File: config.mk
export PLATFORM = sky130hd
export DESIGN_NAME = map_write_ctrl
export DESIGN_NICKNAME = d
export VERILOG_FILES = /design/src/verilog/vma_map_pkg.sv /design/src/verilog/map_write_ctrl.sv
export SDC_FILE = /design/constraint.sdc
export NUM_CORES = 1
export LEC_CHECK = 0
export ABC_AREA = 1
export ABC_CLOCK_PERIOD_IN_PS = 1680
export BUFFER_PORTS_ARGS = -buffer_cell sky130_fd_sc_hd__buf_4
export CAP_MARGIN = 20
export CORE_MARGIN = 10
export CORE_UTILIZATION = 40
export DETAILED_ROUTE_END_ITERATION = 10
export PLACE_DENSITY = 0.87
export RECOVER_POWER = 50
export SYNTH_ARGS = -nofsm -noshare
export SYNTH_HDL_FRONTEND = slang
export SYNTH_SLANG_ARGS = --single-unit
File: constraint.sdc
create_clock -name clk_a -period 1.68 [get_ports clk_a]
set_input_delay 0.168 -clock clk_a [delete_from_list [all_inputs] [get_ports clk_a]]
set_output_delay 0.168 -clock clk_a [all_outputs]
set_load 0.01 [all_outputs]
File: src/verilog/vma_map_pkg.sv
/* vma map package
   map geometry, command and status codes, translation request and response types */

package vma_map_pkg;

   // level-0 map, indexed by vaddr 23..13
   localparam int L0_ADDR_W = 11;
   localparam int L0_DATA_W = 5;

   // level-1 map, indexed by {l0 entry, vaddr 12..8}
   localparam int L1_ADDR_W = 10;
   localparam int L1_DATA_W = 24;

   localparam int PPN_W   = 14;   // physical page in entry bits 13..0
   localparam int VADDR_W = 24;

   localparam int L1_ACCESS_BIT = 23;
   localparam int L1_WRITE_BIT  = 22;

   typedef enum logic [1:0] {
      OP_WR_L0,
      OP_WR_L1,
      OP_RD_L0,
      OP_RD_L1
   } map_op_t;

   typedef struct packed {
      map_op_t                op;
      logic [L0_ADDR_W-1:0]   addr;   // level-1 uses the low 10 bits
      logic [L1_DATA_W-1:0]   data;   // level-0 uses the low 5 bits
   } map_cmd_t;

   typedef enum logic [1:0] {
      XL_OK,
      XL_PAGE_FAULT,
      XL_WRITE_FAULT
   } xlate_status_t;

   typedef struct packed {
      logic [VADDR_W-1:0]   vaddr;
      logic                 write;
   } xlate_req_t;

   typedef struct packed {
      logic [PPN_W-1:0]     ppn;
      xlate_status_t        status;
   } xlate_rsp_t;

endpackage

File: src/verilog/map_write_ctrl.sv
/* map command block
   registers processor map commands, drives port B of both maps, returns read-back */

module map_write_ctrl
   import vma_map_pkg::*;
(
   input  logic                 clk_a,
   input  logic                 reset,

   input  logic                 cmd_strobe,
   input  map_cmd_t             cmd,

   // level-0 map port B
   output logic [L0_ADDR_W-1:0] l0_address_b,
   output logic [L0_DATA_W-1:0] l0_data_b,
   output logic                 l0_wren_b,
   output logic                 l0_rden_b,
   input  logic [L0_DATA_W-1:0] l0_q_b,

   // level-1 map port B
   output logic [L1_ADDR_W-1:0] l1_address_b,
   output logic [L1_DATA_W-1:0] l1_data_b,
   output logic                 l1_wren_b,
   output logic                 l1_rden_b,
   input  logic [L1_DATA_W-1:0] l1_q_b,

   output logic                 rdback_valid,
   output logic [L1_DATA_W-1:0] rdback_data
);

   map_cmd_t cmd_q;
   logic     cmd_valid_q;
   logic     rd_pending_q;   // map q_b loads this cycle
   logic     rd_l1_q;        // last read went to level 1

   always_ff @(posedge clk_a)
   begin
      if (reset)
         cmd_valid_q <= 1'b0;
      else
         cmd_valid_q <= cmd_strobe;
   end

   always_ff @(posedge clk_a)
   begin
      if (cmd_strobe)
         cmd_q <= cmd;
   end

   // opcode decode into per-map enables
   assign l0_wren_b = cmd_valid_q && (cmd_q.op == OP_WR_L0);
   assign l1_wren_b = cmd_valid_q && (cmd_q.op == OP_WR_L1);
   assign l0_rden_b = cmd_valid_q && (cmd_q.op == OP_RD_L0);
   assign l1_rden_b = cmd_valid_q && (cmd_q.op == OP_RD_L1);

   assign l0_address_b = cmd_q.addr;
   assign l1_address_b = cmd_q.addr[L1_ADDR_W-1:0];
   assign l0_data_b    = cmd_q.data[L0_DATA_W-1:0];
   assign l1_data_b    = cmd_q.data;

   // remember the target map until its data is out
   always_ff @(posedge clk_a)
   begin
      if (reset)
      begin
         rd_pending_q <= 1'b0;
         rd_l1_q      <= 1'b0;
      end
      else
      begin
         rd_pending_q <= l0_rden_b | l1_rden_b;
         if (l0_rden_b | l1_rden_b)
            rd_l1_q <= l1_rden_b;
      end
   end

   assign rdback_valid = rd_pending_q;

   // level-0 entries come back zero-extended
   assign rdback_data = rd_l1_q ? l1_q_b
                                : {{(L1_DATA_W-L0_DATA_W){1'b0}}, l0_q_b};

endmodule

Word level (Yosys, flattened, before mapping):

Index checks and enable logic that the tools add are counted.

* reduce and logical (&&, ||, !) cells: 5
* equal/unequal tests: 3
* muxes and demuxes: 1
* bitwise operators: 1

Operator list (count)
* 24-bit two-way mux: 1
* 2-bit == test (second input constant): 2
* 1-bit logical AND: 4
* 2-bit by 1-bit == test with 1-bit output (second input constant): 1
* 2-bit logical NOT: 1
* 1-bit bitwise OR: 1

* word-level logic and storage cells: 16
* output and inout bits: 79
* flip-flop bits (word level): 40
* input port bits: 69

Logic depth before layout (Yosys ltp):

* depth after elaboration: 3
* gate-level depth with buffers: 5
* gate-level depth less buffers: 4

Worst setup path before layout:

OpenSTA, ideal clock, no wires.

* kind: register -> output
* start point: register cmd_q[36] in the netlist's numbering
* end point: output port l0_wren_b
* buffers on the path: 0
* required time: 1.512 ns
* cell stages (with the launch flop): 2
* arrival time: 0.727 ns
* slack: 0.785 ns
* cell sequence: edfxtp_1 -> nor3_1

* cells in the longest elaborated chain, start to end: 2

Ends and longest elaborated chain
* start: declaration: RTL line map_write_ctrl.sv:31 `map_cmd_t cmd_q;`
* start signal: assignment: RTL line map_write_ctrl.sv:47 `cmd_q <= cmd;`
* 2-bit logical NOT: RTL line map_write_ctrl.sv:51 `assign l0_wren_b = cmd_valid_q && (cmd_q.op == OP_WR_L0);`
* 1-bit logical AND: RTL line map_write_ctrl.sv:51
* end: declaration: RTL line map_write_ctrl.sv:16 `output logic l0_wren_b,`

No other way between the ends.

Worst setup path in the final report:

* start point: register rd_l1_q
* end point: output port rdback_data[11]

* cells in the longest elaborated chain, start to end: 1

Ends and longest elaborated chain
* start: declaration: RTL line map_write_ctrl.sv:34 `logic rd_l1_q;`
* start signal: assignment: RTL line map_write_ctrl.sv:73 `rd_l1_q <= l1_rden_b;`
* 24-bit two-way mux: RTL line map_write_ctrl.sv:80 `assign rdback_data = rd_l1_q ? l1_q_b`
* end: declaration: RTL line map_write_ctrl.sv:28 `output logic [L1_DATA_W-1:0] rdback_data`

No other way between the ends.

==> metrics.md <==
| Metric | Value |
|---|---|
| Run status | `complete, no violations` |
| Worst-Margin Slew | `0.902 ns` |
| Netlist Area Pre-Place | `1870 sq um` |
| Routability-driven placement congestion ratio | `0.745` |
| Clock-pin slew on the worst setup and hold paths | `0.07 ns` |
| PwrDens | `848 nW/um^2` |
| Crit path time final | `1.45 ns` |
| Yosys top cell area share | `59.4%` |
| Initial drt markers | `38` |
| R2r startpoint | `cmd_q[36]` |
| CTS sink cnt | `40` |
| Antenna viol nets, final | `0` |
| Worst hold path class | `in2reg` |
| Data required time of the worst path | `1.51 ns` |
| Port Buffers | `147` |
| Post-Syn Instances | `161` |
| Initial antenna violation count | `0` |
| Synth Area in Simple Gates | `9.77%` |
| Final Hold Vio Count | `0` |
| Post-Place Setup Slack | `0.525 ns` |
| Skew final | `0.00152 ns` |
| Fillcell total | `369` |
| Vias | `1324` |
| Most common cell after layout, fill and taps aside | `buf_4` |
| Placeable Area | `4440 sq um` |
| Largest net degree at the start of global routing | `39` |
| Cell chain of the critical path | `buf_4 -> nand2_1 -> inv_1 -> buf_4` |
| Element type at the critical path end | `output port` |
| RSZ-0062 raised after global routing | `no` |
| Die X | `88.4 um` |
| TritonCTS clock tree | `built` |
| Initial core utilization | `42.1%` |
| Largest delay share family, worst path | `flip-flops` |
| DP Area | `2630 sq um` |
| Fmax | `687 MHz` |
| Endpoint, Worst Hold | `cmd_valid_q` |
| Pleak | `1.43 nW` |
| Final core occ | `60.9%` |
| R2R depth | `3` |
| Tot Pwr | `2.30 mW` |
| Share of layout cells above drive strength 1 | `60.2%` |
| Crit path largest cell delay | `0.47 ns` |
| Yosys cell types | `13` |
| DR DRC count | `0` |
| Post_cts resized | `0` |
| Sequential area share after synthesis | `62.6%` |
| DR WL/cell | `16.3 um` |
| Top area cells in the synthesized netlist | `edfxtp_1, buf_4, nand2_1, inv_1, dfxtp_1` |
| Crit path top cell by count | `buf_4` |
| Period Utilization, post-route | `86.6%` |
| First-pass GRT wire length | `7450 um` |
| Overflow left after global routing | `0` |
| Via density | `4.19` |
| H-tree depth | `2` |
| Post-synthesis mux area share | `0%` |
| Sequential cell area | `1170 sq um` |
| Flop-to-flop setup slack | `0.81 ns` |
| Most frequent cells in the layout | `buf_4, edfxtp_1, clkbuf_4` |
| Synth-to-layout area growth | `44.7%` |
| Final setup vio count | `0` |
| CTS Root Cell | `clkbuf_8` |
| HP Start | `reset` |
| Post-Synth XOR/XNOR Area | `0%` |
| Max-Cap Viols | `0` |
| Die Y | `88.4 um` |
| CP bufs+invs | `3` |
| Nets | `332` |
| Combinational family with the most area after synthesis | `buffers and inverters` |
| Synthesized flop and latch total | `40` |
| Via count of the first global-routing pass | `1371` |
| CP startpoint | `rd_l1_q` |
| Diodes inserted | `0` |
| Routed WL | `5140 um` |
| Synth Net Count | `230` |
| Cell row count | `24` |
| Synth warnings | `0` |
| Post-Syn Area per Cell | `11.6 sq um` |
| Compound-Gate Fraction of Synth Area | `0%` |
| Die area | `7810 sq um` |
| GRT Total Usage | `12.4%` |
| Max Slew Vio Count | `0` |
| Clk_lat worst skew | `0.28 ns` |
| Synth area leader | `edfxtp_1` |
| Slew HR | `39.9%` |
| Post-CTS Repair Setup Buffers | `0` |
| Setup TNS | `0 ns` |
| Drt pass-1 iters | `4` |
| Setup WS post-layout | `0.225 ns` |
| Area share of fa/ha/maj cells after synthesis | `0%` |
| Critical setup path kind | `reg2out` |
| Slowest stage cell, crit path | `dfxtp_1` |
| Final HPWL DP | `4350 um` |
| Crit path arrival time | `1.29 ns` |
| Multi-input logic area | `178 sq um` |
| Critical path launch point type | `flop` |
| Cts-stage hold buffer count | `0` |
| Final design area excluding fillers | `2710 sq um` |
| Maximum VDD drop | `0.592 mV` |
| Worst-path maximum fanout | `20` |
| Clock Tree Buf Depth | `2` |
| Reg2Reg Capture Point | `rd_l1_q` |
| I/O pins | `148` |
| Inserted Clock Buffers | `5` |
| Count of cells along the worst hold path | `2` |
## synthesized netlist by cell type, drive strengths merged
| library cell | number |
|---|---|
| buf | 53 |
| nor2 | 5 |
| edfxtp | 37 |
| nor3 | 2 |
| nand2 | 37 |
| inv | 24 |
| dfxtp | 3 |
## sequential cells by signal, summed over array words and instances (netlist names)
register	flops
l1_data_b	24
l0_address_b	11
cmd_q	2
cmd_valid_q	1
rd_l1_q	1
rdback_valid	1
## per-layer routing
layer / GRT usage [%] / wire length (um)
met5: 0 / 0
met4: 2.64 / 17
met3: 7.44 / 760
met2: 23.0 / 2750
met1: 11.5 / 1610
## cells by family (layout without fill, tap and decap cells)
group / after synthesis / in the layout
simple gates: 44 / 44
buf+inv: 77 / 180
flops: 40 / 40
## area by class of cell
class,count,share of cell area [%]
inverter,24,3.51
tap,52,2.40
multi-input combinational,44,6.56
clock buffer,7,3.19
clock inverter,1,0.277
sequential,40,43.3
timing repair buffer,148,40.8
## where the power goes
group          internal (mW)  switching, mW
clock network          0.334          0.322
registers               1.17         0.0309
logic                  0.252          0.186
## how the worst max path moves through the flow
| stage | to | depth (start not counted) |
|---|---|---|
| finish | rdback_data[11] | 4 |
| global route | rdback_data[11] | 4 |
| CTS | rdback_data[11] | 4 |
| detailed placement | rdback_data[11] | 4 |
| global placement | rdback_data[15] | 4 |
| floorplan | l0_wren_b | 1 |
## through the flow
stage | hold slack, ns | cells
2_1_floorplan | 0.239 | 161
3_3_place_gp | 0.346 | 308
3_5_place_dp | 0.347 | 308
4_1_cts | 0.0384 | 316
5_1_grt | 0.0458 | 316
6_report | 0.0505 | 316
Note: power is estimated with default switching activity, not from simulation.
