[src/verilog/vma_map_pkg.sv]
/* vma map package
   map geometry, command and status codes, translation request and response types */

package vma_map_pkg;

   // level-0 map, indexed by vaddr 23..13
   localparam int L0_ADDR_W = 11;
   localparam int L0_DATA_W = 5;

   // level-1 map, indexed by {l0 entry, vaddr 12..8}
   localparam int L1_ADDR_W = 10;
   localparam int L1_DATA_W = 24;

   localparam int PPN_W   = 14;   // physical page in entry bits 13..0
   localparam int VADDR_W = 24;

   localparam int L1_ACCESS_BIT = 23;
   localparam int L1_WRITE_BIT  = 22;

   typedef enum logic [1:0] {
      OP_WR_L0,
      OP_WR_L1,
      OP_RD_L0,
      OP_RD_L1
   } map_op_t;

   typedef struct packed {
      map_op_t                op;
      logic [L0_ADDR_W-1:0]   addr;   // level-1 uses the low 10 bits
      logic [L1_DATA_W-1:0]   data;   // level-0 uses the low 5 bits
   } map_cmd_t;

   typedef enum logic [1:0] {
      XL_OK,
      XL_PAGE_FAULT,
      XL_WRITE_FAULT
   } xlate_status_t;

   typedef struct packed {
      logic [VADDR_W-1:0]   vaddr;
      logic                 write;
   } xlate_req_t;

   typedef struct packed {
      logic [PPN_W-1:0]     ppn;
      xlate_status_t        status;
   } xlate_rsp_t;

endpackage

[src/verilog/vma_translate.sv]
/* virtual address translation pipeline
   level-0 then level-1 map lookup on port A, access check in the last stage */

module vma_translate
   import vma_map_pkg::*;
(
   input  logic                 clk_a,
   input  logic                 reset,

   input  logic                 xlate_strobe,
   input  xlate_req_t           xlate_req,

   // level-0 map port A
   output logic [L0_ADDR_W-1:0] l0_address_a,
   output logic                 l0_rden_a,
   input  logic [L0_DATA_W-1:0] l0_q_a,

   // level-1 map port A
   output logic [L1_ADDR_W-1:0] l1_address_a,
   output logic                 l1_rden_a,
   input  logic [L1_DATA_W-1:0] l1_q_a,

   output logic                 xlate_valid,
   output xlate_rsp_t           xlate_rsp
);

   // stage 1 waits on the level-0 read
   logic                           s1_valid_q;
   logic                           s1_write_q;
   logic [L1_ADDR_W-L0_DATA_W-1:0] s1_page_q;   // vaddr 12..8

   // stage 2 waits on the level-1 read
   logic s2_valid_q;
   logic s2_write_q;

   logic access_ok;
   logic write_ok;

   // level-0 lookup straight from the request
   assign l0_address_a = xlate_req.vaddr[VADDR_W-1 -: L0_ADDR_W];
   assign l0_rden_a    = xlate_strobe;

   always_ff @(posedge clk_a)
   begin
      if (reset)
      begin
         s1_valid_q <= 1'b0;
         s2_valid_q <= 1'b0;
      end
      else
      begin
         s1_valid_q <= xlate_strobe;
         s2_valid_q <= s1_valid_q;
      end
   end

   always_ff @(posedge clk_a)
   begin
      if (xlate_strobe)
      begin
         s1_write_q <= xlate_req.write;
         s1_page_q  <= xlate_req.vaddr[VADDR_W-L0_ADDR_W-1 -: L1_ADDR_W-L0_DATA_W];
      end
      if (s1_valid_q)
         s2_write_q <= s1_write_q;
   end

   // level-1 index is the level-0 block joined with the page bits
   assign l1_address_a = {l0_q_a, s1_page_q};
   assign l1_rden_a    = s1_valid_q;

   assign access_ok = l1_q_a[L1_ACCESS_BIT];
   assign write_ok  = l1_q_a[L1_WRITE_BIT];

   always_comb
   begin
      xlate_rsp.ppn    = l1_q_a[PPN_W-1:0];
      xlate_rsp.status = XL_OK;   // idle bus reads as zero
      if (s2_valid_q)
      begin
         if (!access_ok)
            xlate_rsp.status = XL_PAGE_FAULT;
         else if (s2_write_q && !write_ok)
            xlate_rsp.status = XL_WRITE_FAULT;
      end
   end

   assign xlate_valid = s2_valid_q;   // two cycles after the strobe

endmodule

[config.mk]
export PLATFORM = sky130hd
export DESIGN_NAME = vma_translate
export DESIGN_NICKNAME = d
export VERILOG_FILES = /design/src/verilog/vma_map_pkg.sv /design/src/verilog/vma_translate.sv
export SDC_FILE = /design/constraint.sdc
export NUM_CORES = 1
export LEC_CHECK = 0
export ABC_AREA = 1
export BUFFER_PORTS_ARGS = -buffer_cell sky130_fd_sc_hd__buf_2
export CORE_ASPECT_RATIO = 0.9
export CORE_UTILIZATION = 25
export DETAILED_ROUTE_END_ITERATION = 10
export MAX_ROUTING_LAYER = met4
export PLACE_DENSITY = 0.78
export SLEW_MARGIN = 25
export SYNTH_ARGS = -nofsm -noshare
export SYNTH_HDL_FRONTEND = slang
export SYNTH_SLANG_ARGS = --single-unit
[constraint.sdc]
create_clock -name clk_a -period 0.8 [get_ports clk_a]
set_input_delay 0.08 -clock clk_a [delete_from_list [all_inputs] [get_ports clk_a]]
set_output_delay 0.08 -clock clk_a [all_outputs]
set_load 0.01 [all_outputs]
# == After elaboration in Yosys (flattened, before gate mapping) ==
# Index checks and enable logic that the tools add are counted.
# word_totals
ramBits,0
latch_bits,0
n_memories,0
reg_bits,9
mem_bits_ro,0
output_inout_bits,40
in_bits,57
elab_cells,10
# op_classes
reduce_logical,2
div_mod_pow,0
add_sub_neg,0
order_cmp,0
n_mul,0
eq_ne,0
muxes,3
shift,0
n_bitwise,0
# op_table
op,count
2-bit two-way mux,3
1-bit logical AND,1
1-bit zero test,1

# == Logic depth before layout (Yosys ltp) ==
# Gate-level depths: netlist of the first run.
# logic_depth
ltp_word,5
mapped_depth,3
mapped_depth_nobuf,3

# == Worst setup path after synthesis of the first run ==
# No wires, ideal clock.
# synth_path
path_kind,flip-flop to output port
start,register s2_valid_q (netlist: xlate_valid)
end,output xlate_rsp[1] (netlist bit)
required_time_ps,720
stages_incl_launch_ff,3
path_buffers,0
setup_slack_ps,108
arrival_time_ps,612
path_cell_list,dfxtp_1 nand2_1 nor2_1
# synth_rtl
item,line,rtl
"start, declared",vma_translate.sv:33,logic s2_valid_q;
"start signal, assigned",vma_translate.sv:53,s2_valid_q <= s1_valid_q;
"end, declared",vma_translate.sv:24,output xlate_rsp_t xlate_rsp

==> results.toml, run 1 <==
[pwr]
p_leak_nw = 0.252
finalPower_mw = 1.02
p_clk_share_pct = 34.1
comb_power_share_pct = 12.0
netSwitchingPower_mw = 0.219
ir_worst_vdd_mv = 1.03
swShare_pct = 21.4
power_frac_seq_pct = 53.9
internal_power_mw = 0.803
p_per_area_nw_per_um2 = 1850

[cts]
numCtsBuffers = 3
clock_latency_ns = 0.25
cts_tree = "done"
cts.path.max_buffers = 2
cts_sinks = 9
htreeDepth = 1
cts_root_buf = "clkbuf_4"
clk_pin_slew_ns = 0.06

[placement]
io_buffer_count = 20
gp_congestion = 0.703
pre_cts_slack_ns = 0.0653
placedCellCount = 64
place_area_um2 = 419

[critical_path]
critPathMaxFanout = 3
reg2reg_from = "l1_rden_a$_SDFF_PP0_"
cp.arrival_ns = 0.87
startpoint = "xlate_valid$_SDFF_PP0_"
required_ns = 0.72
rrSetupSlack_ns = 0.08
cp-start-kind = "register"
crit_type = "register to primary output"
r2r_cells = 1
r2r-end = "s2_write_q$_DFFE_PP_"
endpoint_kind = "primary output"

[timing]
finalHoldViolCount = 0
relSlewSlack_pct = 89.3
fin_crit_sh_pct = 119
rsz0062_at_grt = "true"
maxSlewViolCount = 0
period_minus_slack_ns = 0.954
skew_ns = 0.00191
worst_slew_pin_slew_ns = 0.160
setup_viol = 8
max_freq_ghz = 1.05
fin_ws_ns = -0.154
tns_ns = -0.633
hold_ws_ns = 0.106

[global_route]
grt_pass1_wl_um = 1250
grt_pass1_vias = 286
grt_max_degree = 9
grt_use_total_pct = 8.40
gr-total-overflow = 0
antenna_found_initial = 0

[die]
die-height_um = 45.3
io_pins = 97
placement_rows = 15
start_util_pct = 26.9
core_um2 = 1930
die_area_um2 = 2270
fp.dieW_um = 50.1

[logic_synthesis]
ys_ff_latch = 9
post_synth.cell_area_avg_um2 = 10.4
yosysUniqueCellTypes = 6
synth_top_area_share_pct = 44.7
seq_area_frac_synth_pct = 48.1
syn-num-nets = 107
synthCells = 50
yosys_warnings = 0
yosysTopAreaCell = "buf_4"
synth_area_leaders = "buf_4 (45%), edfxtp_1 (40%), dfxtp_1 (7.7%)"
netlist_area_um2 = 520

[detailed_routing]
drt.antenna.violating_nets = 0
dr.pass1.iters = 2
drc_errors = 0
avgRoutedWirePerCell_um = 12.8
routed_wl_um = 984
num_vias = 287
vias_per_cell = 3.73
drt_iter0_markers = 1

[finish]
fillCellCount = 202
multiInputGateArea_um2 = 27.5
final_common_cell = "buf_2"
design_area_um2 = 553
syn_to_final_growth_pct = 6.25
drive_gt1_share_pct = 55.8
finish.utilization_pct = 28.6
seq_area_um2 = 255
nNetsFinal = 110
fin_cells = 77
final_cell_mix = "buf_2 (18), dlygate4sd3_1 (7), edfxtp_1 (7), inv_1 (4)"
antenna_cells = 0

[outcome]
violations = "setup timing"
status = "finished with violations"

[worst_hold_path]
min_from = "xlate_strobe"
holdPathEnd = "l1_rden_a$_SDFF_PP0_"
holdPathStages = 3
hold_path.class = "input port to register"

[job]
maxCapViolCount = 0
cell usage after synthesis (all sizes together):
cell type and number:
nand2 2, buf 31, nor2 4, inv 4, dfxtp 2, edfxtp 7
power by group through the flow:
stage | clock network (mW) | registers [mW] | logic (mW)
final | 0.349 | 0.551 | 0.122
after global routing | 0.391 | 0.555 | 0.131
after CTS | 0.351 | 0.554 | 0.109
after detailed placement | 0 | 0.562 | 0.0836
after global placement | 0 | 0.560 | 0.0827
after floorplan | 0 | 0.574 | 0.168
cells by family after synthesis:
kind of cell,Yosys count,synth area share [%]
buffers and inverters,35,47.6
flip-flops,9,48.1
AND/OR/NAND/NOR,6,4.33
sequential cells by signal, summed over array words and instances, names as in the netlist:
register,count
xlate_valid,1
s1_write_q,1
s2_write_q,1
l1_rden_a,1
s1_page_q,5
worst max-delay path, stage by stage, from the launching register on:
cell and delay, ns:
dfxtp_4 0.35, nand2_2 0.05, nor2_2 0.09, buf_2 0.13
per-layer routing:
metal	up-vias	GRT usage [%]	wire length, um
li1	126	-	-
met1	115	5.35	266
met2	38	14.1	483
met3	8	6.40	193
met4	0	8.00	40
met5	-	-	0
cell type report:
| cell class | count | area share, % |
|---|---|---|
| Sequential cell | 9 | 46.2 |
| Timing Repair Buffer | 29 | 35.7 |
| Tap cell | 25 | 5.66 |
| Multi-Input combinational cell | 6 | 4.98 |
| Inverter | 4 | 2.71 |
| Clock buffer | 4 | 4.75 |
what timing repair did:
item,4_1_cts,5_1_grt
hold endpoints to repair,7,1
gates resized for setup,3,4
setup buffers,0,2
hold buffers,6,1
setup endpoints to repair,9,9
pin swaps,2,2
how the worst max path moves through the flow:
stage	to	cells after the start
floorplan	xlate_rsp[1]	2
global placement	xlate_rsp[1]	3
detailed placement	xlate_rsp[1]	3
CTS	xlate_rsp[1]	3
global route	xlate_rsp[1]	3
finish	xlate_rsp[1]	3
No activity file was read; power rests on OpenSTA's default activity.
==> run 2, diff against run 1 <==
- BUFFER_PORTS_ARGS: -buffer_cell sky130_fd_sc_hd__buf_2 -> -buffer_cell sky130_fd_sc_hd__clkbuf_2
- SKIP_CTS_REPAIR_TIMING: unset -> 1
==> results.toml, run 2 (synthesis gave the netlist of run 1 again) <==
[outcome]
status = "finished with violations"
violations = "hold timing, setup timing"

[critical_path]
critPathMaxFanout = 3
reg2reg_from = "l1_rden_a$_SDFF_PP0_"
crit_type = "register to primary output"
cp.arrival_ns = 0.87
endpoint = "xlate_rsp[1]"
max_stage_delay_ns = 0.34
path_depth = 3
rrSetupSlack_ns = 0.07
endpoint_kind = "primary output"
startpoint = "xlate_valid$_SDFF_PP0_"
path_cells = "nand2_1, nor2_1, buf_2"
crit_slowest_cell = "dfxtp_2"
cp-start-kind = "register"
r2r-end = "s2_write_q$_DFFE_PP_"
r2r_cells = 1
required_ns = 0.72
cp_top_family = "flip-flops"
crit_buf_inv = 1

[timing]
skew_ns = 0.00862
fin_crit_sh_pct = 119
period_minus_slack_ns = 0.952
worst_slew_pin_slew_ns = 0.181
max_freq_ghz = 1.05
rsz0062_at_grt = "true"
maxSlewViolCount = 0
setup_viol = 8
tns_ns = -0.525
relSlewSlack_pct = 87.9
finalHoldViolCount = 1
fin_ws_ns = -0.152
hold_ws_ns = -0.00110

[cts]
cts_root_buf = "clkbuf_4"
clock_latency_ns = 0.26
numCtsBuffers = 3
clk_pin_slew_ns = 0.07
htreeDepth = 1
cts_sinks = 9
cts_tree = "done"
cts.path.max_buffers = 2

[pwr]
p_per_area_nw_per_um2 = 1920
p_leak_nw = 0.250
ir_worst_vdd_mv = 0.717

[placement]
io_buffer_count = 20
place_area_um2 = 419
placedCellCount = 64
dpl.hpwl_um = 761
gp_congestion = 0.705

[die]
placement_rows = 15
io_pins = 97
die-height_um = 45.3
start_util_pct = 26.9
die_area_um2 = 2270
fp.dieW_um = 50.1
core_um2 = 1930

[finish]
antenna_cells = 0
fin_cells = 76
design_area_um2 = 529
drive_gt1_share_pct = 52.9
syn_to_final_growth_pct = 1.68
final_common_cell = "clkbuf_2"
finish.utilization_pct = 27.4
regMostFlops = "s1_page_q"
nNetsFinal = 109
largest_reg_flops = 5
final_cell_mix = "clkbuf_2 (16), edfxtp_1 (7), dlygate4sd3_1 (6), inv_1 (4), nor2_1 (4)"

[global_route]
grt_pass1_vias = 251
grt_max_degree = 9
grt_use_total_pct = 7.81
gr-total-overflow = 0
antenna_found_initial = 0
grt_pass1_wl_um = 1150

[detailed_routing]
dr.pass1.iters = 3
routed_wl_um = 999
num_vias = 286
drc_errors = 0
drt.antenna.violating_nets = 0
drt_iter0_markers = 11
vias_per_cell = 3.76
avgRoutedWirePerCell_um = 13.1

[worst_hold_path]
hold_path.class = "input port to register"

[job]
maxCapViolCount = 0
## run 2: cell type report
type	count	area [um2]
Fill cell	204	1400
Sequential cell	9	253
Timing Repair Buffer	28	181
Tap cell	25	31.3
Clock buffer	4	26.3
Multi-Input combinational cell	6	22.5
Inverter	4	15.0
## run 2: how the worst min path moves through the flow
stage | from | endpoint | slack [ns] | depth (start not counted)
after floorplan | reset | l1_rden_a$_SDFF_PP0_ | 0.15 | 1
after global placement | xlate_req[16] | l0_address_a[2] | 0.16 | 0
after detailed placement | xlate_req[16] | l0_address_a[2] | 0.16 | 0
after CTS | reset | xlate_valid$_SDFF_PP0_ | -0.02 | 2
after global routing | xlate_req[10] | s1_page_q[1]$_DFFE_PP_ | -0.004 | 1
final | xlate_req[10] | s1_page_q[1]$_DFFE_PP_ | -0.001 | 1
## run 2: layer usage
layer  up-vias  track usage, %  wire [um]  share of wire [%]
met5         -               -          0                  0
met4         0            11.4         40                4.0
met3         8            4.04        179                 18
met2        36            11.7        485                 49
met1       118            5.77        294                 29
li1        124               -          -                  -
## run 2: power breakdown
group          total (mW)  leakage, nW  internal [mW]  switching, mW
Combinational       0.116        0.149         0.0668         0.0489
Sequential          0.555       0.0853          0.542         0.0132
Clock               0.348       0.0150          0.192          0.156
## run 2: per-stage QoR
step | power [mW] | worst slack (ns)
after floorplan | 0.742 | 0.108
after global placement | 0.643 | 0.0638
after detailed placement | 0.647 | 0.0500
after CTS | 0.998 | -0.238
after global routing | 1.06 | -0.235
final | 1.02 | -0.152
